$ cat src/source/rp_pkg.sv
// Shared widths and sample types for the ADC/DAC data path
// APB request/response structs and region map
// Identification word and DAC idle code
package rp_pkg;

  // Channel count and sample widths
  localparam int CHN_NUM = 2;
  localparam int ADC_DW  = 16;
  localparam int DAC_DW  = 14;

  typedef logic signed [ADC_DW-1:0] adc_t;
  typedef logic signed [DAC_DW-1:0] dac_t;
  typedef logic        [DAC_DW-1:0] dac_code_t;

  // Auxiliary PDM outputs
  localparam int PDM_NUM = 4;
  localparam int PDM_DW  = 8;

  typedef logic [PDM_DW-1:0] pdm_t;

  // APB address split, region on top of byte offset
  localparam int APB_AW = 20;
  localparam int APB_OW = 16;
  localparam int APB_DW = 32;

  typedef logic [APB_AW-1:0]        apb_addr_t;
  typedef logic [APB_OW-1:0]        apb_ofs_t;
  typedef logic [APB_AW-APB_OW-1:0] region_t;
  typedef logic [APB_DW-1:0]        apb_data_t;

  typedef struct packed {
    logic      psel;
    logic      penable;
    logic      pwrite;
    apb_addr_t paddr;
    apb_data_t pwdata;
  } apb_req_t;

  typedef struct packed {
    apb_data_t prdata;
    logic      pready;
    logic      pslverr;
  } apb_rsp_t;

  // Region numbers
  localparam region_t REG_ID  = region_t'(0);
  localparam region_t REG_PDM = region_t'(1);
  localparam region_t REG_CLB = region_t'(3);
  localparam region_t REG_DAC = region_t'(4);
  localparam region_t REG_ADC = region_t'(5);

  // Board identification
  localparam apb_data_t ID_VALUE = 32'h5250_0102;

  // DAC pin code of a zero sample
  localparam dac_code_t DAC_IDLE = 14'h1FFF;

endpackage

$ cat src/source/adc_frontend.sv
// ADC input registers for both channels
// Negative-slope code to two's complement conversion
`timescale 1ns/1ps

module adc_frontend (
  input  logic                                           adc_clk,
  input  logic                                           top_rst,
  input  logic [rp_pkg::CHN_NUM-1:0][rp_pkg::ADC_DW-1:0] adc_dat_i,
  output rp_pkg::adc_t [rp_pkg::CHN_NUM-1:0]             adc_o
);

  // Raw pin words, one register stage
  logic [rp_pkg::CHN_NUM-1:0][rp_pkg::ADC_DW-1:0] adc_raw;

  // Reset to the pin code of a zero sample
  always_ff @(posedge adc_clk or posedge top_rst) begin
    if (top_rst) begin
      adc_raw <= {rp_pkg::CHN_NUM{1'b0, {(rp_pkg::ADC_DW-1){1'b1}}}};
    end else begin
      adc_raw <= adc_dat_i;
    end
  end

  // Keep sign bit, invert magnitude bits
  for (genvar i = 0; i < rp_pkg::CHN_NUM; i++) begin : g_conv
    assign adc_o[i] = {adc_raw[i][rp_pkg::ADC_DW-1], ~adc_raw[i][rp_pkg::ADC_DW-2:0]};
  end

endmodule

$ cat src/source/calib.sv
// Calibration block with APB offset registers
// Saturating offset addition on ADC and DAC sample paths
`timescale 1ns/1ps

module calib (
  input  logic                               adc_clk,
  input  logic                               top_rst,
  input  rp_pkg::apb_req_t                   apb_req_i,
  output rp_pkg::apb_rsp_t                   apb_rsp_o,
  input  rp_pkg::adc_t [rp_pkg::CHN_NUM-1:0] adc_i,
  output rp_pkg::adc_t [rp_pkg::CHN_NUM-1:0] adc_o,
  input  rp_pkg::dac_t [rp_pkg::CHN_NUM-1:0] dac_i,
  output rp_pkg::dac_t [rp_pkg::CHN_NUM-1:0] dac_o
);

  localparam int AW = rp_pkg::ADC_DW;
  localparam int DW = rp_pkg::DAC_DW;

  rp_pkg::adc_t [rp_pkg::CHN_NUM-1:0] adc_ofs;
  rp_pkg::dac_t [rp_pkg::CHN_NUM-1:0] dac_ofs;
  rp_pkg::apb_ofs_t                   ofs;
  logic                               wr_en;
  rp_pkg::apb_data_t                  rdata;

  // Sum one bit wider, clamp on overflow
  function automatic rp_pkg::adc_t adc_sat(rp_pkg::adc_t smp, rp_pkg::adc_t add);
    logic [AW:0] sum;
    sum = {smp[AW-1], smp} + {add[AW-1], add};
    adc_sat = (sum[AW] != sum[AW-1]) ? {sum[AW], {(AW-1){~sum[AW]}}} : sum[AW-1:0];
  endfunction

  function automatic rp_pkg::dac_t dac_sat(rp_pkg::dac_t smp, rp_pkg::dac_t add);
    logic [DW:0] sum;
    sum = {smp[DW-1], smp} + {add[DW-1], add};
    dac_sat = (sum[DW] != sum[DW-1]) ? {sum[DW], {(DW-1){~sum[DW]}}} : sum[DW-1:0];
  endfunction

  ////////////////////////////////////////////////////////////
  // Offset registers, ADC first then DAC, 4 bytes apart
  ////////////////////////////////////////////////////////////

  assign ofs   = apb_req_i.paddr[rp_pkg::APB_OW-1:0];
  assign wr_en = apb_req_i.psel & apb_req_i.penable & apb_req_i.pwrite;

  always_ff @(posedge adc_clk or posedge top_rst) begin
    if (top_rst) begin
      adc_ofs <= '0;
      dac_ofs <= '0;
    end else if (wr_en) begin
      for (int i = 0; i < rp_pkg::CHN_NUM; i++) begin
        if (ofs == rp_pkg::apb_ofs_t'(4*i)) adc_ofs[i] <= apb_req_i.pwdata[AW-1:0];
        if (ofs == rp_pkg::apb_ofs_t'(4*(rp_pkg::CHN_NUM+i))) dac_ofs[i] <= apb_req_i.pwdata[DW-1:0];
      end
    end
  end

  // Readback sign-extended
  always_comb begin
    rdata = '0;
    for (int i = 0; i < rp_pkg::CHN_NUM; i++) begin
      if (ofs == rp_pkg::apb_ofs_t'(4*i)) rdata = {{(rp_pkg::APB_DW-AW){adc_ofs[i][AW-1]}}, adc_ofs[i]};
      if (ofs == rp_pkg::apb_ofs_t'(4*(rp_pkg::CHN_NUM+i))) begin
        rdata = {{(rp_pkg::APB_DW-DW){dac_ofs[i][DW-1]}}, dac_ofs[i]};
      end
    end
  end

  assign apb_rsp_o.prdata  = rdata;
  assign apb_rsp_o.pready  = apb_req_i.psel & apb_req_i.penable;
  assign apb_rsp_o.pslverr = 1'b0;

  ////////////////////////////////////////////////////////////
  // Sample paths, one register stage
  ////////////////////////////////////////////////////////////

  always_ff @(posedge adc_clk or posedge top_rst) begin
    if (top_rst) begin
      adc_o <= '0;
      dac_o <= '0;
    end else begin
      for (int i = 0; i < rp_pkg::CHN_NUM; i++) begin
        adc_o[i] <= adc_sat(adc_i[i], adc_ofs[i]);
        dac_o[i] <= dac_sat(dac_i[i], dac_ofs[i]);
      end
    end
  end

endmodule

$ cat src/source/dac_backend.sv
// DAC output registers and two's complement to DAC code conversion
// Channel interleave onto one DAC bus with a toggling select
`timescale 1ns/1ps

module dac_backend (
  input  logic                               adc_clk,
  input  logic                               top_rst,
  input  rp_pkg::dac_t [rp_pkg::CHN_NUM-1:0] dac_i,
  output rp_pkg::dac_code_t                  dac_dat_o,
  output logic                               dac_sel_o
);

  localparam int DW = rp_pkg::DAC_DW;

  // Per-channel pin codes
  rp_pkg::dac_code_t [rp_pkg::CHN_NUM-1:0] dac_code;

  // Channel select, 0 is channel 0
  logic dac_sel;

  ////////////////////////////////////////////////////////////
  // Output registers
  ////////////////////////////////////////////////////////////

  // Sign bit kept, magnitude inverted for negative slope
  // Idle code is mid scale
  always_ff @(posedge adc_clk or posedge top_rst) begin
    if (top_rst) begin
      dac_code <= {rp_pkg::CHN_NUM{rp_pkg::DAC_IDLE}};
    end else begin
      for (int i = 0; i < rp_pkg::CHN_NUM; i++) begin
        dac_code[i] <= {dac_i[i][DW-1], ~dac_i[i][DW-2:0]};
      end
    end
  end

  ////////////////////////////////////////////////////////////
  // Interleave
  ////////////////////////////////////////////////////////////

  // Flips every cycle
  always_ff @(posedge adc_clk or posedge top_rst) begin
    if (top_rst) begin
      dac_sel <= 1'b0;
    end else begin
      dac_sel <= ~dac_sel;
    end
  end

  // Bus follows select
  assign dac_dat_o = dac_code[dac_sel];
  assign dac_sel_o = dac_sel;

endmodule

$ cat src/source/sys_regs.sv
// System register block on APB
// Identification, PDM levels, DAC levels and calibrated ADC readback
`timescale 1ns/1ps

module sys_regs (
  input  logic                               adc_clk,
  input  logic                               top_rst,
  input  rp_pkg::apb_req_t                   apb_req_i,
  output rp_pkg::apb_rsp_t                   apb_rsp_o,
  input  rp_pkg::adc_t [rp_pkg::CHN_NUM-1:0] adc_i,
  output rp_pkg::dac_t [rp_pkg::CHN_NUM-1:0] dac_o,
  output rp_pkg::pdm_t [rp_pkg::PDM_NUM-1:0] pdm_o
);

  localparam int AW = rp_pkg::ADC_DW;
  localparam int DW = rp_pkg::DAC_DW;
  localparam int PW = rp_pkg::PDM_DW;
  localparam int BW = rp_pkg::APB_DW;

  rp_pkg::region_t                    region;
  rp_pkg::apb_ofs_t                   ofs;
  logic                               wr_en;
  rp_pkg::apb_data_t                  rdata;

  // Level registers
  rp_pkg::pdm_t [rp_pkg::PDM_NUM-1:0] pdm_lvl;
  rp_pkg::dac_t [rp_pkg::CHN_NUM-1:0] dac_lvl;

  // Address split
  assign region = apb_req_i.paddr[rp_pkg::APB_AW-1:rp_pkg::APB_OW];
  assign ofs    = apb_req_i.paddr[rp_pkg::APB_OW-1:0];
  assign wr_en  = apb_req_i.psel & apb_req_i.penable & apb_req_i.pwrite;

  ////////////////////////////////////////////////////////////
  // Writes, end of access cycle
  ////////////////////////////////////////////////////////////

  // ID and ADC regions are read-only
  always_ff @(posedge adc_clk or posedge top_rst) begin
    if (top_rst) begin
      pdm_lvl <= '0;
      dac_lvl <= '0;
    end else if (wr_en) begin
      for (int i = 0; i < rp_pkg::PDM_NUM; i++) begin
        if (region == rp_pkg::REG_PDM && ofs == rp_pkg::apb_ofs_t'(4*i)) begin
          pdm_lvl[i] <= apb_req_i.pwdata[PW-1:0];
        end
      end
      for (int i = 0; i < rp_pkg::CHN_NUM; i++) begin
        if (region == rp_pkg::REG_DAC && ofs == rp_pkg::apb_ofs_t'(4*i)) begin
          dac_lvl[i] <= apb_req_i.pwdata[DW-1:0];
        end
      end
    end
  end

  ////////////////////////////////////////////////////////////
  // Read mux, unused offsets give zero
  ////////////////////////////////////////////////////////////

  always_comb begin
    rdata = '0;
    case (region)
      rp_pkg::REG_ID: begin
        if (ofs == '0) rdata = rp_pkg::ID_VALUE;
      end
      rp_pkg::REG_PDM: begin
        // Levels are unsigned
        for (int i = 0; i < rp_pkg::PDM_NUM; i++) begin
          if (ofs == rp_pkg::apb_ofs_t'(4*i)) rdata = {{(BW-PW){1'b0}}, pdm_lvl[i]};
        end
      end
      rp_pkg::REG_DAC: begin
        for (int i = 0; i < rp_pkg::CHN_NUM; i++) begin
          if (ofs == rp_pkg::apb_ofs_t'(4*i)) rdata = {{(BW-DW){dac_lvl[i][DW-1]}}, dac_lvl[i]};
        end
      end
      rp_pkg::REG_ADC: begin
        // Latest calibrated sample, sign-extended
        for (int i = 0; i < rp_pkg::CHN_NUM; i++) begin
          if (ofs == rp_pkg::apb_ofs_t'(4*i)) rdata = {{(BW-AW){adc_i[i][AW-1]}}, adc_i[i]};
        end
      end
      default: ;
    endcase
  end

  // No wait states
  assign apb_rsp_o.prdata  = rdata;
  assign apb_rsp_o.pready  = apb_req_i.psel & apb_req_i.penable;
  assign apb_rsp_o.pslverr = 1'b0;

  assign dac_o = dac_lvl;
  assign pdm_o = pdm_lvl;

endmodule

$ cat src/source/pdm.sv
// Four-channel first-order pulse-density modulator
// Output density is level/256 per channel
`timescale 1ns/1ps

module pdm (
  input  logic                               adc_clk,
  input  logic                               top_rst,
  input  rp_pkg::pdm_t [rp_pkg::PDM_NUM-1:0] level_i,
  output logic [rp_pkg::PDM_NUM-1:0]         pdm_o
);

  localparam int PW = rp_pkg::PDM_DW;

  // Accumulators, wrap at 256
  rp_pkg::pdm_t [rp_pkg::PDM_NUM-1:0] acc;

  // Next sum with carry on top
  logic [rp_pkg::PDM_NUM-1:0][PW:0] sum;

  ////////////////////////////////////////////////////////////
  // Accumulate and emit carry
  ////////////////////////////////////////////////////////////

  always_comb begin
    for (int i = 0; i < rp_pkg::PDM_NUM; i++) begin
      sum[i] = {1'b0, acc[i]} + {1'b0, level_i[i]};
    end
  end

  // Carry count over 256 cycles equals level
  always_ff @(posedge adc_clk or posedge top_rst) begin
    if (top_rst) begin
      acc   <= '0;
      pdm_o <= '0;
    end else begin
      for (int i = 0; i < rp_pkg::PDM_NUM; i++) begin
        acc[i]   <= sum[i][PW-1:0];
        pdm_o[i] <= sum[i][PW];
      end
    end
  end

endmodule

$ cat src/source/apb_region_decoder.sv
// APB region decoder
// Routes accesses to system registers or calibration, muxes the
// responses and answers unmapped regions with an error
`timescale 1ns/1ps

module apb_region_decoder (
  input  rp_pkg::apb_req_t apb_req_i,
  output rp_pkg::apb_rsp_t apb_rsp_o,
  output rp_pkg::apb_req_t regs_req_o,
  input  rp_pkg::apb_rsp_t regs_rsp_i,
  output rp_pkg::apb_req_t clb_req_o,
  input  rp_pkg::apb_rsp_t clb_rsp_i
);

  rp_pkg::region_t  region;
  logic             sel_regs;
  logic             sel_clb;
  rp_pkg::apb_rsp_t err_rsp;

  // Region from top address bits
  assign region = apb_req_i.paddr[rp_pkg::APB_AW-1:rp_pkg::APB_OW];

  always_comb begin
    sel_regs = 1'b0;
    sel_clb  = 1'b0;
    case (region)
      rp_pkg::REG_ID, rp_pkg::REG_PDM,
      rp_pkg::REG_DAC, rp_pkg::REG_ADC: sel_regs = 1'b1;
      rp_pkg::REG_CLB:                  sel_clb  = 1'b1;
      default: ;
    endcase
  end

  // Same request to both, psel only for the chosen one
  always_comb begin
    regs_req_o      = apb_req_i;
    regs_req_o.psel = apb_req_i.psel & sel_regs;
    clb_req_o       = apb_req_i;
    clb_req_o.psel  = apb_req_i.psel & sel_clb;
  end

  // Unmapped region, zero data with error in access phase
  assign err_rsp.prdata  = '0;
  assign err_rsp.pready  = apb_req_i.psel & apb_req_i.penable;
  assign err_rsp.pslverr = apb_req_i.psel & apb_req_i.penable;

  assign apb_rsp_o = sel_clb  ? clb_rsp_i  :
                     sel_regs ? regs_rsp_i : err_rsp;

endmodule

$ cat src/source/rp_top.sv
// Top level of the two-channel ADC/DAC data path
// ADC capture, calibration, DAC interleave, system registers,
// PDM outputs and APB region decoding
`timescale 1ns/1ps

module rp_top (
  input  logic                                           adc_clk,
  input  logic                                           top_rst,
  // APB control port
  input  rp_pkg::apb_req_t                               apb_req_i,
  output rp_pkg::apb_rsp_t                               apb_rsp_o,
  // Raw ADC words, negative slope
  input  logic [rp_pkg::CHN_NUM-1:0][rp_pkg::ADC_DW-1:0] adc_dat_i,
  // Interleaved DAC bus
  output rp_pkg::dac_code_t                              dac_dat_o,
  output logic                                           dac_sel_o,
  // Auxiliary analog outputs
  output logic [rp_pkg::PDM_NUM-1:0]                     pdm_o
);

  ////////////////////////////////////////////////////////////
  // Local signals
  ////////////////////////////////////////////////////////////

  // Slave buses behind the decoder
  rp_pkg::apb_req_t regs_req;
  rp_pkg::apb_rsp_t regs_rsp;
  rp_pkg::apb_req_t clb_req;
  rp_pkg::apb_rsp_t clb_rsp;

  // Sample streams, always valid
  rp_pkg::adc_t [rp_pkg::CHN_NUM-1:0] adc_raw;
  rp_pkg::adc_t [rp_pkg::CHN_NUM-1:0] adc_cal;
  rp_pkg::dac_t [rp_pkg::CHN_NUM-1:0] dac_lvl;
  rp_pkg::dac_t [rp_pkg::CHN_NUM-1:0] dac_cal;

  // PDM level settings
  rp_pkg::pdm_t [rp_pkg::PDM_NUM-1:0] pdm_lvl;

  ////////////////////////////////////////////////////////////
  // APB decoding
  ////////////////////////////////////////////////////////////

  apb_region_decoder u_decoder (
    .apb_req_i  (apb_req_i),
    .apb_rsp_o  (apb_rsp_o),
    .regs_req_o (regs_req),
    .regs_rsp_i (regs_rsp),
    .clb_req_o  (clb_req),
    .clb_rsp_i  (clb_rsp)
  );

  ////////////////////////////////////////////////////////////
  // Sample path
  ////////////////////////////////////////////////////////////

  adc_frontend u_adc (
    .adc_clk   (adc_clk),
    .top_rst   (top_rst),
    .adc_dat_i (adc_dat_i),
    .adc_o     (adc_raw)
  );

  // Offsets on both directions
  calib u_calib (
    .adc_clk   (adc_clk),
    .top_rst   (top_rst),
    .apb_req_i (clb_req),
    .apb_rsp_o (clb_rsp),
    .adc_i     (adc_raw),
    .adc_o     (adc_cal),
    .dac_i     (dac_lvl),
    .dac_o     (dac_cal)
  );

  dac_backend u_dac (
    .adc_clk   (adc_clk),
    .top_rst   (top_rst),
    .dac_i     (dac_cal),
    .dac_dat_o (dac_dat_o),
    .dac_sel_o (dac_sel_o)
  );

  ////////////////////////////////////////////////////////////
  // Registers and PDM
  ////////////////////////////////////////////////////////////

  sys_regs u_regs (
    .adc_clk   (adc_clk),
    .top_rst   (top_rst),
    .apb_req_i (regs_req),
    .apb_rsp_o (regs_rsp),
    .adc_i     (adc_cal),
    .dac_o     (dac_lvl),
    .pdm_o     (pdm_lvl)
  );

  pdm u_pdm (
    .adc_clk (adc_clk),
    .top_rst (top_rst),
    .level_i (pdm_lvl),
    .pdm_o   (pdm_o)
  );

endmodule

$ cat config.mk
export PLATFORM = sky130hd
export DESIGN_NAME = rp_top
export DESIGN_NICKNAME = d
export VERILOG_FILES = /design/src/source/rp_pkg.sv /design/src/source/adc_frontend.sv /design/src/source/calib.sv /design/src/source/dac_backend.sv /design/src/source/sys_regs.sv /design/src/source/pdm.sv /design/src/source/apb_region_decoder.sv /design/src/source/rp_top.sv
export SDC_FILE = /design/constraint.sdc
export NUM_CORES = 1
export LEC_CHECK = 0
export BUFFER_PORTS_ARGS = -buffer_cell sky130_fd_sc_hd__buf_2
export CAP_MARGIN = 0
export CORE_UTILIZATION = 65
export DETAILED_ROUTE_END_ITERATION = 10
export GPL_ROUTABILITY_DRIVEN = 0
export PLACE_DENSITY = 0.87
export REMOVE_ABC_BUFFERS = 1
export SLEW_MARGIN = 20
export SYNTH_ARGS = -nofsm -noshare
export SYNTH_HDL_FRONTEND = slang
export SYNTH_SLANG_ARGS = --single-unit
$ cat constraint.sdc
create_clock -name adc_clk -period 23.3 [get_ports adc_clk]
set_clock_uncertainty 0.05 [all_clocks]
set_input_delay 3.495 -clock adc_clk [delete_from_list [all_inputs] [get_ports adc_clk]]
set_output_delay 3.495 -clock adc_clk [all_outputs]
set_load 0.02 [all_outputs]
==> metrics.md <==
| Metric | Value |
|---|---|
| Flop-to-flop setup slack | roughly 20000 ps |
| Iteration count of the initial detailed-routing pass | 9 |
| Clk slew on worst S/H paths | around 60 ps |
| Worst reg2reg endpoint | u_calib.adc_o[11] |
| Core area | 22000 sq um |
| Remaining antenna violation count | 0 |
| WS Path Type | input port to output pin |
| Hold Crit Depth | 1 |
| Max frequency | ~0.10 GHz |
| DP HPWL | about 23000 um |
| Hold_sp | u_calib.dac_o[10] |
| # clock sinks | 277 |
| Layout cells sized above 1 | 0.299 |
| H-tree Lvls | 1 |
| Hold Buf Count CTS | 0 |
| End of the worst hold path | u_dac.dac_code[10] |
| Vias per cell | between 6 and 7 |
| First-pass GRT wire length | between 50000 and 60000 um |
| Tot GR Track Use | 0.290 |
| Ys Warns | 0 |
| LEAKAGE | 8.21 nW |
| CP Launch Type | input port |
| Fin cells | about 1700 |
| HP Class | flip-flop to flip-flop |
| Pre-CTS setup slack | around 14000 ps |
| Die area | between 20000 and 25000 sq um |
| Starting DRC count in detailed routing | 994 |
| DRC viols | 3 |
| Placed standard-cell area | roughly 15000 sq um |
| Crit end category | output pin |
| Max-slew violation count | 0 |
| Final period util | 0.411 |
| TritonCTS buffer count | 28 |
| CP max FO | 13 |
| Yosys reg bits | approximately 280 |
| Post-layout instance area | ~16000 sq um |
| Initial antenna violation count | 1 |
| Post-synthesis sequential area ratio | 0.477 |
| Via count of the routed design | between 10000 and 15000 |
| Max Cap Viol | 0 |
| Worst r2r src | u_adc.adc_raw[0] |
| Global route total overflow | 0 |
| Final setup TNS | 0 ps |
| Clk root buf | clkbuf_16 |
| Final core utilization | 0.751 |
| Rows | between 50 and 60 |
| Avg WL per Cell | just under 20 um |
| Failing checks | design-rule violations |
| Worst setup margin | ~14000 ps |
| R2r worst-path depth | 10 |
| Worst EP required | 19760 ps |
| Clk buf depth | 3 |
| P per Cell Area | roughly 64 nW/um^2 |
| Post-Syn Instances | between 1000 and 1500 |
| Layout area overhead | 12.4% |
| Dpl cells | approximately 1600 |
| Distinct cells, synth | 76 |
| EDFF count, synth | 0 |
| Final setup fails | 0 |
| Worst EP arrival | roughly 6000 ps |
| Post-CTS Setup Inserts | 0 |
| Gates resized, CTS repair | 0 |
| I/O pin cnt | between 100 and 150 |
| Tightest Pin Transition | roughly 1100 ps |
| Final net count | 1543 |
| Later-pin clock latency in the skew report | roughly 550 ps |
| Status | complete, but fails checks |
| Fin crit period | 9570 ps |
| Final Hold Fails | 0 |
| Post-Syn Area per Cell | between 10 and 15 sq um |
| Largest net degree at the start of global routing | about 130 |
| Worst relative slew slack | 0.274 |
| Hold WS | between 200 and 300 ps |
| CTS tree | yes |
| Share of flip-flops with an asynchronous set or reset | 1.00 |
| Post-Syn Area | about 15000 sq um |
| Max IR drop VDD | between 0.1 and 0.15 mV |
| Die height | roughly 150 um |
| Width of the chip | 152 um |
| Initial core utilization | 0.668 |
| RSZ-0062 raised after global routing | no |
| Synth Flop Type | dfrtp_1 |
| Routed wire length | approximately 33000 um |
| I/O Buffers | roughly 130 |
| Pwr Total | roughly 1.0 mW |
| Vias in the first global route | between 10000 and 15000 |
==> report_power, final <==
part,total (mW),internal [mW],switching [mW]
logic,0.0567,0.0206,0.0361
clock network,0.493,0.309,0.184
registers,0.498,0.494,0.00383
total,1.05,0.824,0.223
==> critical path, cell delays in order <==
cell	delay, ps
buf_2	100
nor4_1	350
nand4_1	420
nor3b_2	410
buf_4	270
a22o_1	180
nand2_1	100
o21ai_0	140
a21o_1	320
buf_2	230
==> cell families after synthesis <==
kind of cell	after synthesis	share of synthesized area
compound gates	288	0.133
flops	277	0.477
simple gates	171	0.0574
mux	152	0.133
buf+inv	150	0.0456
fa+ha+maj	129	0.110
xor+xnor	72	0.0440
==> cells in the mapped netlist, types with 4 or more instances <==
| cell type | n | area, sq um |
|---|---|---|
| inv_1 | 98 | 368 |
| buf_4 | 19 | 143 |
| fa_1 | 8 | 160 |
| nor2_1 | 47 | 176 |
| clkbuf_1 | 18 | 67.6 |
| nand3_1 | 6 | 30.0 |
| ha_1 | 92 | 1150 |
| a32o_1 | 4 | 40.0 |
| o21a_1 | 7 | 52.6 |
| mux2_1 | 18 | 203 |
| o21ai_0 | 64 | 320 |
| dfrtp_1 | 221 | 5530 |
| xnor2_1 | 45 | 394 |
| nor2b_1 | 18 | 113 |
| a31oi_1 | 7 | 43.8 |
| nand2_1 | 49 | 184 |
| and3_1 | 5 | 31.3 |
| nor2_2 | 5 | 31.3 |
| nor4_1 | 5 | 31.3 |
| o211ai_1 | 8 | 60.1 |
| a21oi_1 | 72 | 360 |
| nand2b_1 | 8 | 50.1 |
| dfstp_2 | 56 | 1470 |
| a21boi_0 | 4 | 30.0 |
| mux4_2 | 21 | 473 |
| a221oi_1 | 6 | 52.6 |
| a211oi_1 | 7 | 52.6 |
| maj3_1 | 19 | 190 |
| mux2_2 | 112 | 1260 |
| nor3_1 | 8 | 40.0 |
| a21o_1 | 34 | 255 |
| o221ai_1 | 6 | 52.6 |
| maj3_2 | 10 | 113 |
| a22oi_1 | 29 | 218 |
| buf_2 | 10 | 50.1 |
| xor2_1 | 25 | 219 |
| o21ai_1 | 4 | 20.0 |
==> how the worst max path moves through the flow <==
stage	startpoint	end	slack, ps
after CTS	apb_req_i[44]	apb_rsp_o[21]	13790
after floorplan	apb_req_i[41]	apb_rsp_o[17]	12180
after global placement	apb_req_i[44]	apb_rsp_o[23]	14000
after detailed placement	apb_req_i[41]	apb_rsp_o[21]	13860
after global routing	apb_req_i[36]	apb_rsp_o[21]	13530
final	apb_req_i[44]	apb_rsp_o[21]	13730
==> state kept, by name, indices dropped and copies added (netlist names) <==
signal and cells:
u_calib.adc_o 32, u_pdm.pdm_o 4, u_regs.pdm_o 32, u_adc.adc_o 2, u_dac.dac_sel_o 1, u_calib.adc_ofs 32, u_calib.dac_ofs 28, u_regs.dac_o 28
u_dac.dac_code 28, u_adc.adc_raw 30, u_calib.dac_o 28, u_pdm.acc 32
==> metal layers <==
metal | routed length (um) | vias up | global-route usage | share of wire
li1 | - | 4653 | - | -
met1 | 13600 | 5041 | 0.391 | 0.42
met2 | 15700 | 395 | 0.475 | 0.48
met3 | 2050 | 78 | 0.0438 | 0.063
met4 | 1290 | 0 | 0.116 | 0.040
met5 | 0 | - | 0 | 0
==> final cells by class <==
type | instances | area, sq um
Multi-Input combinational cell | 812 | 7010
Tap cell | 280 | 350
Sequential cell | 277 | 7000
Timing Repair Buffer | 137 | 719
Antenna cell | 1 | 2.50
Clock inverter | 13 | 218
Inverter | 98 | 375
Fill cell | 1366 | 5470
Clock buffer | 39 | 813
==> layout by cell type, fill, tap and decap left out, types with 5 or more instances in the layout <==
cell and count:
nand2b_1 8, fa_1 8, nand2_1 49, bufinv_16 6, mux2_1 18, a211oi_1 7, clkinv_2 6, mux2_2 112
dfstp_2 56, nor2_2 5, o221ai_1 6, maj3_1 19, and3_1 5, mux4_2 21, nor2b_1 18, ha_1 92
nand3_1 6, xnor2_1 45, dfrtp_1 221, nor2_1 47, a21o_1 34, xor2_1 25, inv_1 97, maj3_2 10
o21ai_0 64, nor4_1 5, clkbuf_8 5, o21a_1 7, a21oi_1 72, a22oi_1 29, o211ai_1 8, buf_2 125
clkbuf_1 5, buf_4 11, nor3_1 7, clkbuf_16 29, a221oi_1 6, a31oi_1 7
Note: power is estimated with default switching activity, not from simulation.
